[src/design/window_pkg.sv]
package window_pkg;

	// ------------------------------------------------------------------
	// pixel and window types
	// ------------------------------------------------------------------

	typedef logic [7:0] pixel_t;

	// nine pixels, byte 3*i+j is row offset i, column offset j
	typedef logic [71:0] window_t;

	// row or column count/index, up to 64
	typedef logic [6:0] dim_t;

	typedef logic [7:0] layer_t;

	// selects one of the three row banks
	typedef logic [1:0] bank_t;

	// ------------------------------------------------------------------
	// image geometry and memory layout
	// ------------------------------------------------------------------

	localparam int MAX_COLS = 64;
	localparam int WINDOW_ROWS = 3;

	// rows packed at 64 byte pitch, layers on 4 KiB boundaries
	localparam int ROW_PITCH_BYTES = 64;
	localparam int LAYER_PITCH_BYTES = 4096;

endpackage

[src/design/axi_read_pkg.sv]
package axi_read_pkg;

	// ------------------------------------------------------------------
	// read port widths
	// ------------------------------------------------------------------

	// byte address on the read address channel
	typedef logic [31:0] axi_addr_t;

	// one read data beat
	typedef logic [63:0] axi_data_t;

	// beat number inside one burst
	typedef logic [2:0] beat_idx_t;

	// ------------------------------------------------------------------
	// burst geometry
	// ------------------------------------------------------------------

	// one image row is exactly one INCR burst
	localparam int BEATS_PER_ROW = 8;

	// full-width beats, size field fixed at 3
	localparam int BYTES_PER_BEAT = 8;

endpackage
[src/design/layer_reader_top.sv]
`timescale 1ns/10ps

module layer_reader_top import axi_read_pkg::*, window_pkg::*; (
	input  logic      clk,
	input  logic      reset_n,
	input  logic      start,
	input  axi_addr_t base_addr,
	input  layer_t    num_layers,
	input  dim_t      num_rows,
	input  dim_t      num_cols,
	output axi_addr_t araddr,
	output logic      arvalid,
	input  logic      arready,
	input  axi_data_t rdata,
	input  logic      rvalid,
	input  logic      rlast,
	output logic      rready,
	output window_t   window_data,
	output logic      window_valid,
	input  logic      window_ready,
	output logic      busy,
	output logic      done
);

	// ------------------------------------------------------------------
	// internal links
	// ------------------------------------------------------------------
	logic      wr_en;
	bank_t     wr_bank;
	beat_idx_t wr_beat;
	axi_data_t wr_data;
	logic      scan_start;
	logic      scan_done;
	dim_t      rd_col;
	window_t   rd_block;
	logic      fifo_full;
	logic      push;
	window_t   push_data;

	row_fetch_ctrl fetch0 (
		.clk        (clk),
		.reset_n    (reset_n),
		.start      (start),
		.base_addr  (base_addr),
		.num_layers (num_layers),
		.num_rows   (num_rows),
		.araddr     (araddr),
		.arvalid    (arvalid),
		.arready    (arready),
		.rdata      (rdata),
		.rvalid     (rvalid),
		.rlast      (rlast),
		.rready     (rready),
		.wr_en      (wr_en),
		.wr_bank    (wr_bank),
		.wr_beat    (wr_beat),
		.wr_data    (wr_data),
		.scan_start (scan_start),
		.scan_done  (scan_done),
		.busy       (busy),
		.done       (done)
	);

	row_buffer rows0 (
		.clk      (clk),
		.wr_en    (wr_en),
		.wr_bank  (wr_bank),
		.wr_beat  (wr_beat),
		.wr_data  (wr_data),
		.rd_col   (rd_col),
		.rd_block (rd_block)
	);

	window_scan scan0 (
		.clk        (clk),
		.reset_n    (reset_n),
		.scan_start (scan_start),
		.num_cols   (num_cols),
		.rd_col     (rd_col),
		.rd_block   (rd_block),
		.fifo_full  (fifo_full),
		.push       (push),
		.push_data  (push_data),
		.scan_done  (scan_done)
	);

	stream_fifo #(
		.DEPTH (8)
	) fifo0 (
		.clk          (clk),
		.reset_n      (reset_n),
		.push         (push),
		.push_data    (push_data),
		.full         (fifo_full),
		.window_data  (window_data),
		.window_valid (window_valid),
		.window_ready (window_ready)
	);

endmodule

[src/design/stream_fifo.sv]
`timescale 1ns/10ps

module stream_fifo import window_pkg::*; #(
	parameter int DEPTH = 8
) (
	input  logic    clk,
	input  logic    reset_n,
	input  logic    push,
	input  window_t push_data,
	output logic    full,
	output window_t window_data,
	output logic    window_valid,
	input  logic    window_ready
);

	typedef logic [$clog2(DEPTH)-1:0] ptr_t;
	typedef logic [$clog2(DEPTH+1)-1:0] cnt_t;

	window_t mem [DEPTH];
	ptr_t    wr_ptr;
	ptr_t    rd_ptr;
	cnt_t    count;
	logic    pop;

	// circular step, depth need not be a power of two
	function automatic ptr_t bump(input ptr_t ptr);
		if (ptr == ptr_t'(DEPTH - 1))
			return '0;
		return ptr + 1'b1;
	endfunction

	assign full = (count == cnt_t'(DEPTH));
	assign window_valid = (count != '0);
	assign window_data = mem[rd_ptr];
	assign pop = window_valid && window_ready;

	always_ff @(posedge clk) begin
		if (!reset_n) begin
			wr_ptr <= '0;
			rd_ptr <= '0;
			count <= '0;
		end else begin
			if (push) wr_ptr <= bump(wr_ptr);
			if (pop) rd_ptr <= bump(rd_ptr);
			if (push && !pop)
				count <= count + 1'b1;
			else if (pop && !push)
				count <= count - 1'b1;
		end
	end

	always_ff @(posedge clk) begin
		if (push) mem[wr_ptr] <= push_data;
	end

	// the scanner must stall on full
	assert property (@(posedge clk) disable iff (!reset_n) push |-> !full)
		else $error("window pushed into a full FIFO");

endmodule

[src/design/window_scan.sv]
`timescale 1ns/10ps

module window_scan import window_pkg::*; (
	input  logic    clk,
	input  logic    reset_n,
	input  logic    scan_start,
	input  dim_t    num_cols,
	output dim_t    rd_col,
	input  window_t rd_block,
	input  logic    fifo_full,
	output logic    push,
	output window_t push_data,
	output logic    scan_done
);

	logic active;
	logic at_last;
	dim_t col;
	dim_t cols_q;

	assign at_last = (col == cols_q - 7'd1);
	assign rd_col = col;
	assign push = active && !fifo_full;
	assign scan_done = push && at_last;

	// left and right padding against the real image width
	always_comb begin
		push_data = rd_block;
		for (int i = 0; i < WINDOW_ROWS; i++) begin
			if (col == '0)
				push_data[(WINDOW_ROWS * i) * $bits(pixel_t) +: $bits(pixel_t)] = '0;
			if (at_last)
				push_data[(WINDOW_ROWS * i + 2) * $bits(pixel_t) +: $bits(pixel_t)] = '0;
		end
	end

	// column walk, holds while the FIFO is full
	always_ff @(posedge clk) begin
		if (!reset_n) begin
			active <= 1'b0;
			col <= '0;
		end else if (scan_start) begin
			active <= 1'b1;
			col <= '0;
		end else if (push) begin
			if (at_last) active <= 1'b0;
			col <= at_last ? '0 : col + 7'd1;
		end
	end

	// width taken at each scan start
	always_ff @(posedge clk) begin
		if (scan_start) cols_q <= num_cols;
	end

endmodule

[src/design/row_buffer.sv]
`timescale 1ns/10ps

module row_buffer import axi_read_pkg::*, window_pkg::*; (
	input  logic      clk,
	input  logic      wr_en,
	input  bank_t     wr_bank,
	input  beat_idx_t wr_beat,
	input  axi_data_t wr_data,
	input  dim_t      rd_col,
	output window_t   rd_block
);

	// bank i holds the row at offset i, 0 is the row above
	axi_data_t banks [WINDOW_ROWS][BEATS_PER_ROW];
	pixel_t    row_px [WINDOW_ROWS][MAX_COLS];

	always_ff @(posedge clk) begin
		if (wr_en) begin
			banks[wr_bank][wr_beat] <= wr_data;
		end
	end

	// byte lanes follow address order, column c sits in beat c/8
	always_comb begin
		for (int i = 0; i < WINDOW_ROWS; i++) begin
			for (int c = 0; c < MAX_COLS; c++) begin
				row_px[i][c] = banks[i][c / BYTES_PER_BEAT][(c % BYTES_PER_BEAT) * 8 +: 8];
			end
		end
	end

	// ------------------------------------------------------------------
	// 3x3 block around rd_col
	// ------------------------------------------------------------------
	always_comb begin
		logic [7:0]                  col_plus1;
		logic [$clog2(MAX_COLS)-1:0] col_idx;
		rd_block = '0;
		for (int j = 0; j < WINDOW_ROWS; j++) begin
			// column rd_col+j-1, kept offset by one to stay unsigned
			col_plus1 = {1'b0, rd_col} + 8'(j);
			col_idx = col_plus1[$clog2(MAX_COLS)-1:0] - 1'b1;
			if (col_plus1 != 8'd0 && col_plus1 <= 8'(MAX_COLS)) begin
				for (int i = 0; i < WINDOW_ROWS; i++) begin
					rd_block[(WINDOW_ROWS * i + j) * $bits(pixel_t) +: $bits(pixel_t)] =
						row_px[i][col_idx];
				end
			end
		end
	end

endmodule

[src/design/row_fetch_ctrl.sv]
`timescale 1ns/10ps

module row_fetch_ctrl import axi_read_pkg::*, window_pkg::*; (
	input  logic      clk,
	input  logic      reset_n,
	input  logic      start,
	input  axi_addr_t base_addr,
	input  layer_t    num_layers,
	input  dim_t      num_rows,
	output axi_addr_t araddr,
	output logic      arvalid,
	input  logic      arready,
	input  axi_data_t rdata,
	input  logic      rvalid,
	input  logic      rlast,
	output logic      rready,
	output logic      wr_en,
	output bank_t     wr_bank,
	output beat_idx_t wr_beat,
	output axi_data_t wr_data,
	output logic      scan_start,
	input  logic      scan_done,
	output logic      busy,
	output logic      done
);

	typedef enum logic [2:0] {ST_IDLE, ST_ADDR, ST_DATA, ST_ZERO, ST_SCAN} state_t;

	state_t    state;
	axi_addr_t base_q;
	layer_t    layers_q;
	dim_t      rows_q;
	dim_t      out_row;
	layer_t    layer;
	bank_t     step;
	beat_idx_t beat;

	logic       accept;
	logic       beat_fire;
	logic       step_done;
	logic       last_step;
	logic       last_layer;
	logic       last_row;
	logic       launch;
	dim_t       nxt_row;
	layer_t     nxt_layer;
	bank_t      nxt_step;
	logic [7:0] src_plus1;
	logic       src_live;

	assign accept = (state == ST_IDLE) && start && !done;
	assign beat_fire = (state == ST_DATA) && rvalid;
	assign step_done = ((state == ST_ZERO) && (beat == beat_idx_t'(BEATS_PER_ROW - 1)))
		|| (beat_fire && rlast);
	assign last_step = (step == bank_t'(WINDOW_ROWS - 1));
	assign last_layer = (layer == layers_q - 8'd1);
	assign last_row = (out_row == rows_q - 7'd1);

	// ------------------------------------------------------------------
	// next fetch step: row offset, then layer, then output row
	// ------------------------------------------------------------------
	always_comb begin
		nxt_row = out_row;
		nxt_layer = layer;
		nxt_step = step + 2'd1;
		launch = 1'b0;
		case (state)
			ST_IDLE: begin
				nxt_row = '0;
				nxt_layer = '0;
				nxt_step = '0;
				launch = accept;
			end
			ST_DATA, ST_ZERO: launch = step_done && !last_step;
			ST_SCAN: begin
				nxt_step = '0;
				launch = scan_done && !(last_layer && last_row);
				if (last_layer) begin
					nxt_layer = '0;
					nxt_row = out_row + 7'd1;
				end else begin
					nxt_layer = layer + 8'd1;
				end
			end
			default: launch = 1'b0;
		endcase
	end

	// source row plus one, zero means the padding row above row 0
	assign src_plus1 = {1'b0, nxt_row} + {6'd0, nxt_step};
	assign src_live = (src_plus1 != 8'd0) && (src_plus1 <= {1'b0, rows_q});

	always_ff @(posedge clk) begin
		if (!reset_n) begin
			state <= ST_IDLE;
			out_row <= '0;
			layer <= '0;
			step <= '0;
			beat <= '0;
			scan_start <= 1'b0;
			done <= 1'b0;
		end else begin
			scan_start <= 1'b0;
			done <= 1'b0;
			case (state)
				ST_ADDR: if (arready) state <= ST_DATA;
				ST_DATA, ST_ZERO: begin
					// wraps back to 0 after the eighth beat
					if (wr_en) beat <= beat + 3'd1;
					if (step_done && last_step) begin
						state <= ST_SCAN;
						scan_start <= 1'b1;
					end
				end
				ST_SCAN: if (scan_done && last_layer && last_row) begin
					state <= ST_IDLE;
					done <= 1'b1;
				end
				default: state <= ST_IDLE;
			endcase
			if (launch) begin
				out_row <= nxt_row;
				layer <= nxt_layer;
				step <= nxt_step;
				beat <= '0;
				state <= src_live ? ST_ADDR : ST_ZERO;
			end
		end
	end

	always_ff @(posedge clk) begin
		if (accept) begin
			base_q <= base_addr;
			layers_q <= num_layers;
			rows_q <= num_rows;
		end
		if (launch && src_live) begin
			araddr <= base_q + axi_addr_t'(nxt_layer) * axi_addr_t'(LAYER_PITCH_BYTES)
				+ axi_addr_t'(src_plus1 - 8'd1) * axi_addr_t'(ROW_PITCH_BYTES);
		end
	end

	assign arvalid = (state == ST_ADDR);
	assign rready = (state == ST_DATA);
	assign busy = (state != ST_IDLE) || done;

	// bank write port, padding rows get zero beats
	assign wr_en = (state == ST_ZERO) || beat_fire;
	assign wr_bank = step;
	assign wr_beat = beat;
	assign wr_data = (state == ST_DATA) ? rdata : '0;

	// memory must close the burst on the eighth beat and never earlier
	assert property (@(posedge clk) disable iff (!reset_n)
		(rvalid && rready) |-> (rlast == (beat == beat_idx_t'(BEATS_PER_ROW - 1))))
		else $error("rlast out of place on beat %0d", beat);

	assert property (@(posedge clk) disable iff (!reset_n)
		(arvalid && !arready) |=> (arvalid && $stable(araddr)))
		else $error("araddr changed while waiting for arready");

endmodule

[config.mk]
export PLATFORM = sky130hd
export DESIGN_NAME = layer_reader_top
export DESIGN_NICKNAME = d
export VERILOG_FILES = /design/src/design/window_pkg.sv /design/src/design/axi_read_pkg.sv /design/src/design/layer_reader_top.sv /design/src/design/stream_fifo.sv /design/src/design/window_scan.sv /design/src/design/row_buffer.sv /design/src/design/row_fetch_ctrl.sv
export SDC_FILE = /design/constraint.sdc
export NUM_CORES = 2
export LEC_CHECK = 0
export BUFFER_PORTS_ARGS = -buffer_cell sky130_fd_sc_hd__buf_2
export CORE_MARGIN = 3
export CORE_UTILIZATION = 57
export CTS_BUF_LIST = sky130_fd_sc_hd__clkbuf_16
export DETAILED_ROUTE_END_ITERATION = 8
export PLACE_DENSITY = 0.74
export SLEW_MARGIN = 15
export SYNTH_ARGS = -nofsm -noshare
export SYNTH_HDL_FRONTEND = slang
export SYNTH_HIERARCHICAL = 1
export SYNTH_SLANG_ARGS = --single-unit
[constraint.sdc]
create_clock -name clk -period 7.8 [get_ports clk]
set_input_delay 0.39 -clock clk [delete_from_list [all_inputs] [get_ports clk]]
set_output_delay 0.39 -clock clk [all_outputs]
set_load 0.005 [all_outputs]
==> summary.md <==
The run finished with clean final reports. The count of buffering cells on the critical path with inverters included came out at 4. The max-slew violation total from the final report is 0, and the total instance count after detailed placement is 8,998. The element type at the critical path end is a register.

The tools report the register-to-register setup slack as 500 ps. For this run, design rule violations remaining after detail routing come to 0. The headroom to the max-slew limit is 15.9%. The run gives 108 as the unique cell type count in the Yosys netlist. In this design, the largest share of critical-path delay is due to simple AND/OR/NAND/NOR gates. The total power was 0.0324 W; the standby leakage power was 40.0 nW. The critical path runs through a total of 29 cells.

The floorplan has 164 rows. Leaving out fill and tap cells, the most frequent cell in the layout is sky130_fd_sc_hd__edfxtp_1. Among all stages on the critical path, the largest delay is contributed by sky130_fd_sc_hd__or4b_4.

Root cell of the clock tree: sky130_fd_sc_hd__clkbuf_16. The data arrival time at the worst-slack endpoint came out at 7910 ps. The fraction of final layout cells with drive strength greater than 1 came out at 33.7%. Combinational logic burns 21.9% of the power. The synthesized flop and latch total was 2,244. For this design the ratio of total power to cell area is 255 nW/um2. The worst path in the final design needs a cycle of 7300 ps, including I/O delays and setup. Final instance count without filler cells: 9,546. For this configuration, the core starts out at a cell density of 57.5%.

For the number of antenna violations at the first check in global routing, the log shows 43. The tools report the start point of the worst min-delay path as rdata[49]. VDD sags by at most 0.251 mV.

Once detail routing completed, the nets flagged for antenna violations numbered 0. After detailed routing, the total wire length is 340 mm. The tools report the warning count from the yosys run as 6. Clock sink count: 2,244.

For the total global routing track utilization, the log shows 32.9%. The chip height is 455 um, and the number of post-CTS setup repair buffers is 0. The largest net degree at the start of global routing is 149. The worst setup slack before clock tree synthesis is 483 ps, and the clock transition at the registers of the reported paths is 60 ps.

The die is 455 um wide. The switching portion of total power came out at 29.3%. The logs give 6,636 for the synthesized net count and 6,837 for the final-stage net count. The detailed router placed 69,860 vias in this run.

The worst hold path passes through 3 cells. Dividing the final minimum period by the clock period gives 93.6%. The clock insertion delay at the later pin of the skew report was 880 ps; the count of flip-flops with a built-in enable after synthesis was 2,198. The internal power of the cells totals 0.0229 W. In the post-synthesis netlist, the biggest area contributors are sky130_fd_sc_hd__edfxtp_1, sky130_fd_sc_hd__mux4_2, sky130_fd_sc_hd__mux2i_1.

Post-synth design cell area: 115,000 um2. In the synthesized netlist the async set-or-reset flop fraction comes to 0%. The logs give 0 for the final hold violation count and 7 for the number of optimization iterations in the first detailed-route pass. The area growth from synthesis to layout is 10.9%. The tools report the number of global-route vias before repair as 69,657. Cell type with the highest aggregate area in the netlist: sky130_fd_sc_hd__edfxtp_1. The max-capacitance violation count was 0; the placed wire-length estimate after detailed placement was 201 mm. For the pin with the worst max-slew slack, the measured transition is 1260 ps. The tools report the cell area after layout as 127,000 um2.

Clock tree synthesis inserted a total of 221 buffers. The tools report the core outline area as 200,000 um2. Hold timing on the final database bottoms out at a slack of 198 ps.

For this design the top-level I/O count stands at 234. For this run, the register share of the synthesized area comes to 58.2%. The worst setup path is launched from a register. The endpoint identified for the worst register-to-register timing path is fetch0/araddr[31]. In this run, the clock network consumes 33.2% of the power.

The achievable clock frequency is 137 MHz, and the gate count after technology mapping is 6,423. The critical path required time came out at 8410 ps. In this run the critical register-to-register path is launched from fetch0/layers_q[0]. The tools report the worst clock skew on the final layout as 47.0 ps. Averaged over all synthesized cells, the footprint is 17.9 um2. The largest single stage delay on the critical path is 570 ps. The worst hold path terminates at rows0/banks[1][497]. The tools report the maximum count of clock buffers along a single path as 3. The post-route worst setup slack is 500 ps, and the maximum fanout encountered on the critical timing path is 12.

Summed over its instances, the top area cell type makes up 57.4% of the synthesized netlist area. At the end of routability-driven placement, the weighted congestion stood at 0.894. Setup violations remaining at the end of the flow were counted as 0. The type of the worst setup path was reg2reg. The count of routing violations after the opening detailed-route iteration came out at 10,229.

The type of the worst min-delay path is in2reg. Summed over all nets, the switching power comes to 0.00951 W. In the synthesized netlist the dominant register cell turns out to be sky130_fd_sc_hd__edfxtp_1.

Per report_power, the sequential group accounts for 44.9% of the total. TritonCTS built the clock tree. After detailed routing, the average wire length per cell comes to 35.6 um. The run gives 4 as the maximum level of the CTS H-tree. Measured in cells, the most critical reg-to-reg path has a length of 29.

Once placement finished, the instance area stood at 119,000 um2. For this run the aggregate overflow at the end of global routing stands at 0. The die covers 207,000 um2. After detailed routing, the number of vias per cell comes to 7.32. The top cell types in the final layout, fill and taps aside, are sky130_fd_sc_hd__edfxtp_1, sky130_fd_sc_hd__mux4_2, sky130_fd_sc_hd__nand2_1, sky130_fd_sc_hd__mux2i_1, sky130_fd_sc_hd__buf_2.

During placement, the flow inserted port buffers numbering 233. The tools report the beginning of the critical path as fetch0/layers_q[0]. The first global-routing pass estimated 488 mm of wire. Setup repair after global routing left no endpoint under its margin.
metrics by stage:
| step | util [%] | setup TNS (ps) |
|---|---|---|
| after floorplan | - | -14260 |
| after global placement | 59.6 | 0 |
| after detailed placement | 59.6 | 0 |
| after CTS | 63.6 | 0 |
| after global routing | 63.7 | 0 |
| final | 63.7 | 0 |
tightest hold or removal path, delay by kind of cell:
kind	cells	cell delay [ps]
buffers and inverters	2	330
and+or+nand+nor	1	120
layout make-up:
| class | count | area (um2) |
|---|---|---|
| Timing Repair Buffer | 510 | 3660 |
| Fill cell | 13403 | 72600 |
| Antenna cell | 70 | 175 |
| Tap cell | 2656 | 3320 |
| Multi-Input combinational cell | 3599 | 45700 |
| Sequential cell | 2244 | 66900 |
| Clock buffer | 221 | 5530 |
| Inverter | 48 | 188 |
| Clock inverter | 198 | 1860 |
worst max path at each step:
stage                           to  slack [ps]
5_1_grt          fetch0/araddr[31]          10
3_5_place_dp     fetch0/araddr[31]         480
4_1_cts          fetch0/araddr[31]         420
3_3_place_gp     fetch0/araddr[31]         580
2_1_floorplan  rows0/banks[0][384]        -110
6_report         fetch0/araddr[31]         500
layer usage:
layer | global-route usage [%] | vias up | wire, um
li1 | - | 27578 | -
met1 | 43.0 | 35942 | 116000
met2 | 49.4 | 5318 | 156000
met3 | 10.4 | 1008 | 47600
met4 | 18.4 | 14 | 20700
met5 | 0 | - | 87
timing repair:
item | 4_1_cts | 5_1_grt
hold endpoints to repair | 63 | 0
endpoints found under the setup margin | 0 | 1
hold buffers | 57 | 0
resized for setup | 0 | 1
cell usage after synthesis, drive strengths merged (6+ instances only):
cell type     n
a211oi       77
a21boi       14
a21o         11
a21oi       153
a221o        21
a221oi        9
a22o          7
a22oi       136
a31oi        65
a32oi        20
and2        155
and3          9
buf         348
clkbuf      183
dfxtp        46
edfxtp     2198
fa           11
ha           77
inv          48
mux2         98
mux2i       278
mux4       1287
nand2       468
nand2b       27
nand3       118
nand3b        7
nand4        12
nand4b        6
nor2        107
nor2b        35
nor3         78
nor3b         8
nor4         10
o2111ai       7
o211a         8
o211ai       23
o21a          8
o21ai        48
o22ai        39
or2           7
or3          10
xnor2        56
xor2         37
cell families (layout without fill, tap and decap cells):
group / count (synthesis) / after routing / share of synthesized area (%)
buf+inv: 580 / 977 / 2.54
mux: 1663 / 1663 / 28.8
flops: 2244 / 2244 / 58.2
other cells: 0 / 70 / 0
compound gates: 682 / 682 / 4.14
fa+ha+maj: 88 / 88 / 1.03
simple gates: 1073 / 1073 / 4.51
xor+xnor: 93 / 93 / 0.761
power by group through the flow:
stage          logic, W  clock network (W)  registers [W]
2_1_floorplan   0.00428                  0         0.0147
3_3_place_gp    0.00677                  0         0.0148
3_5_place_dp    0.00689                  0         0.0148
4_1_cts         0.00695             0.0109         0.0146
5_1_grt         0.00747             0.0114         0.0146
6_report        0.00710             0.0108         0.0146
sequential cells by signal, summed over array words and instances, names as in the netlist, named ones only:
name and cells:
fetch0/done 1, fetch0/rows_q 7, fifo0/wr_ptr 3, fetch0/wr_bank 2
rows0/banks 1536, fetch0/layer 8, fetch0/araddr 32, fifo0/mem 576
scan0/cols_q 7, scan0/active 1, fetch0/scan_start 1, fifo0/count 4
fetch0/state 3, fetch0/layers_q 8, fetch0/base_q 32, scan0/rd_col 7
fifo0/rd_ptr 3, fetch0/out_row 7, fetch0/wr_beat 3
(Power assumes the default switching activity.)
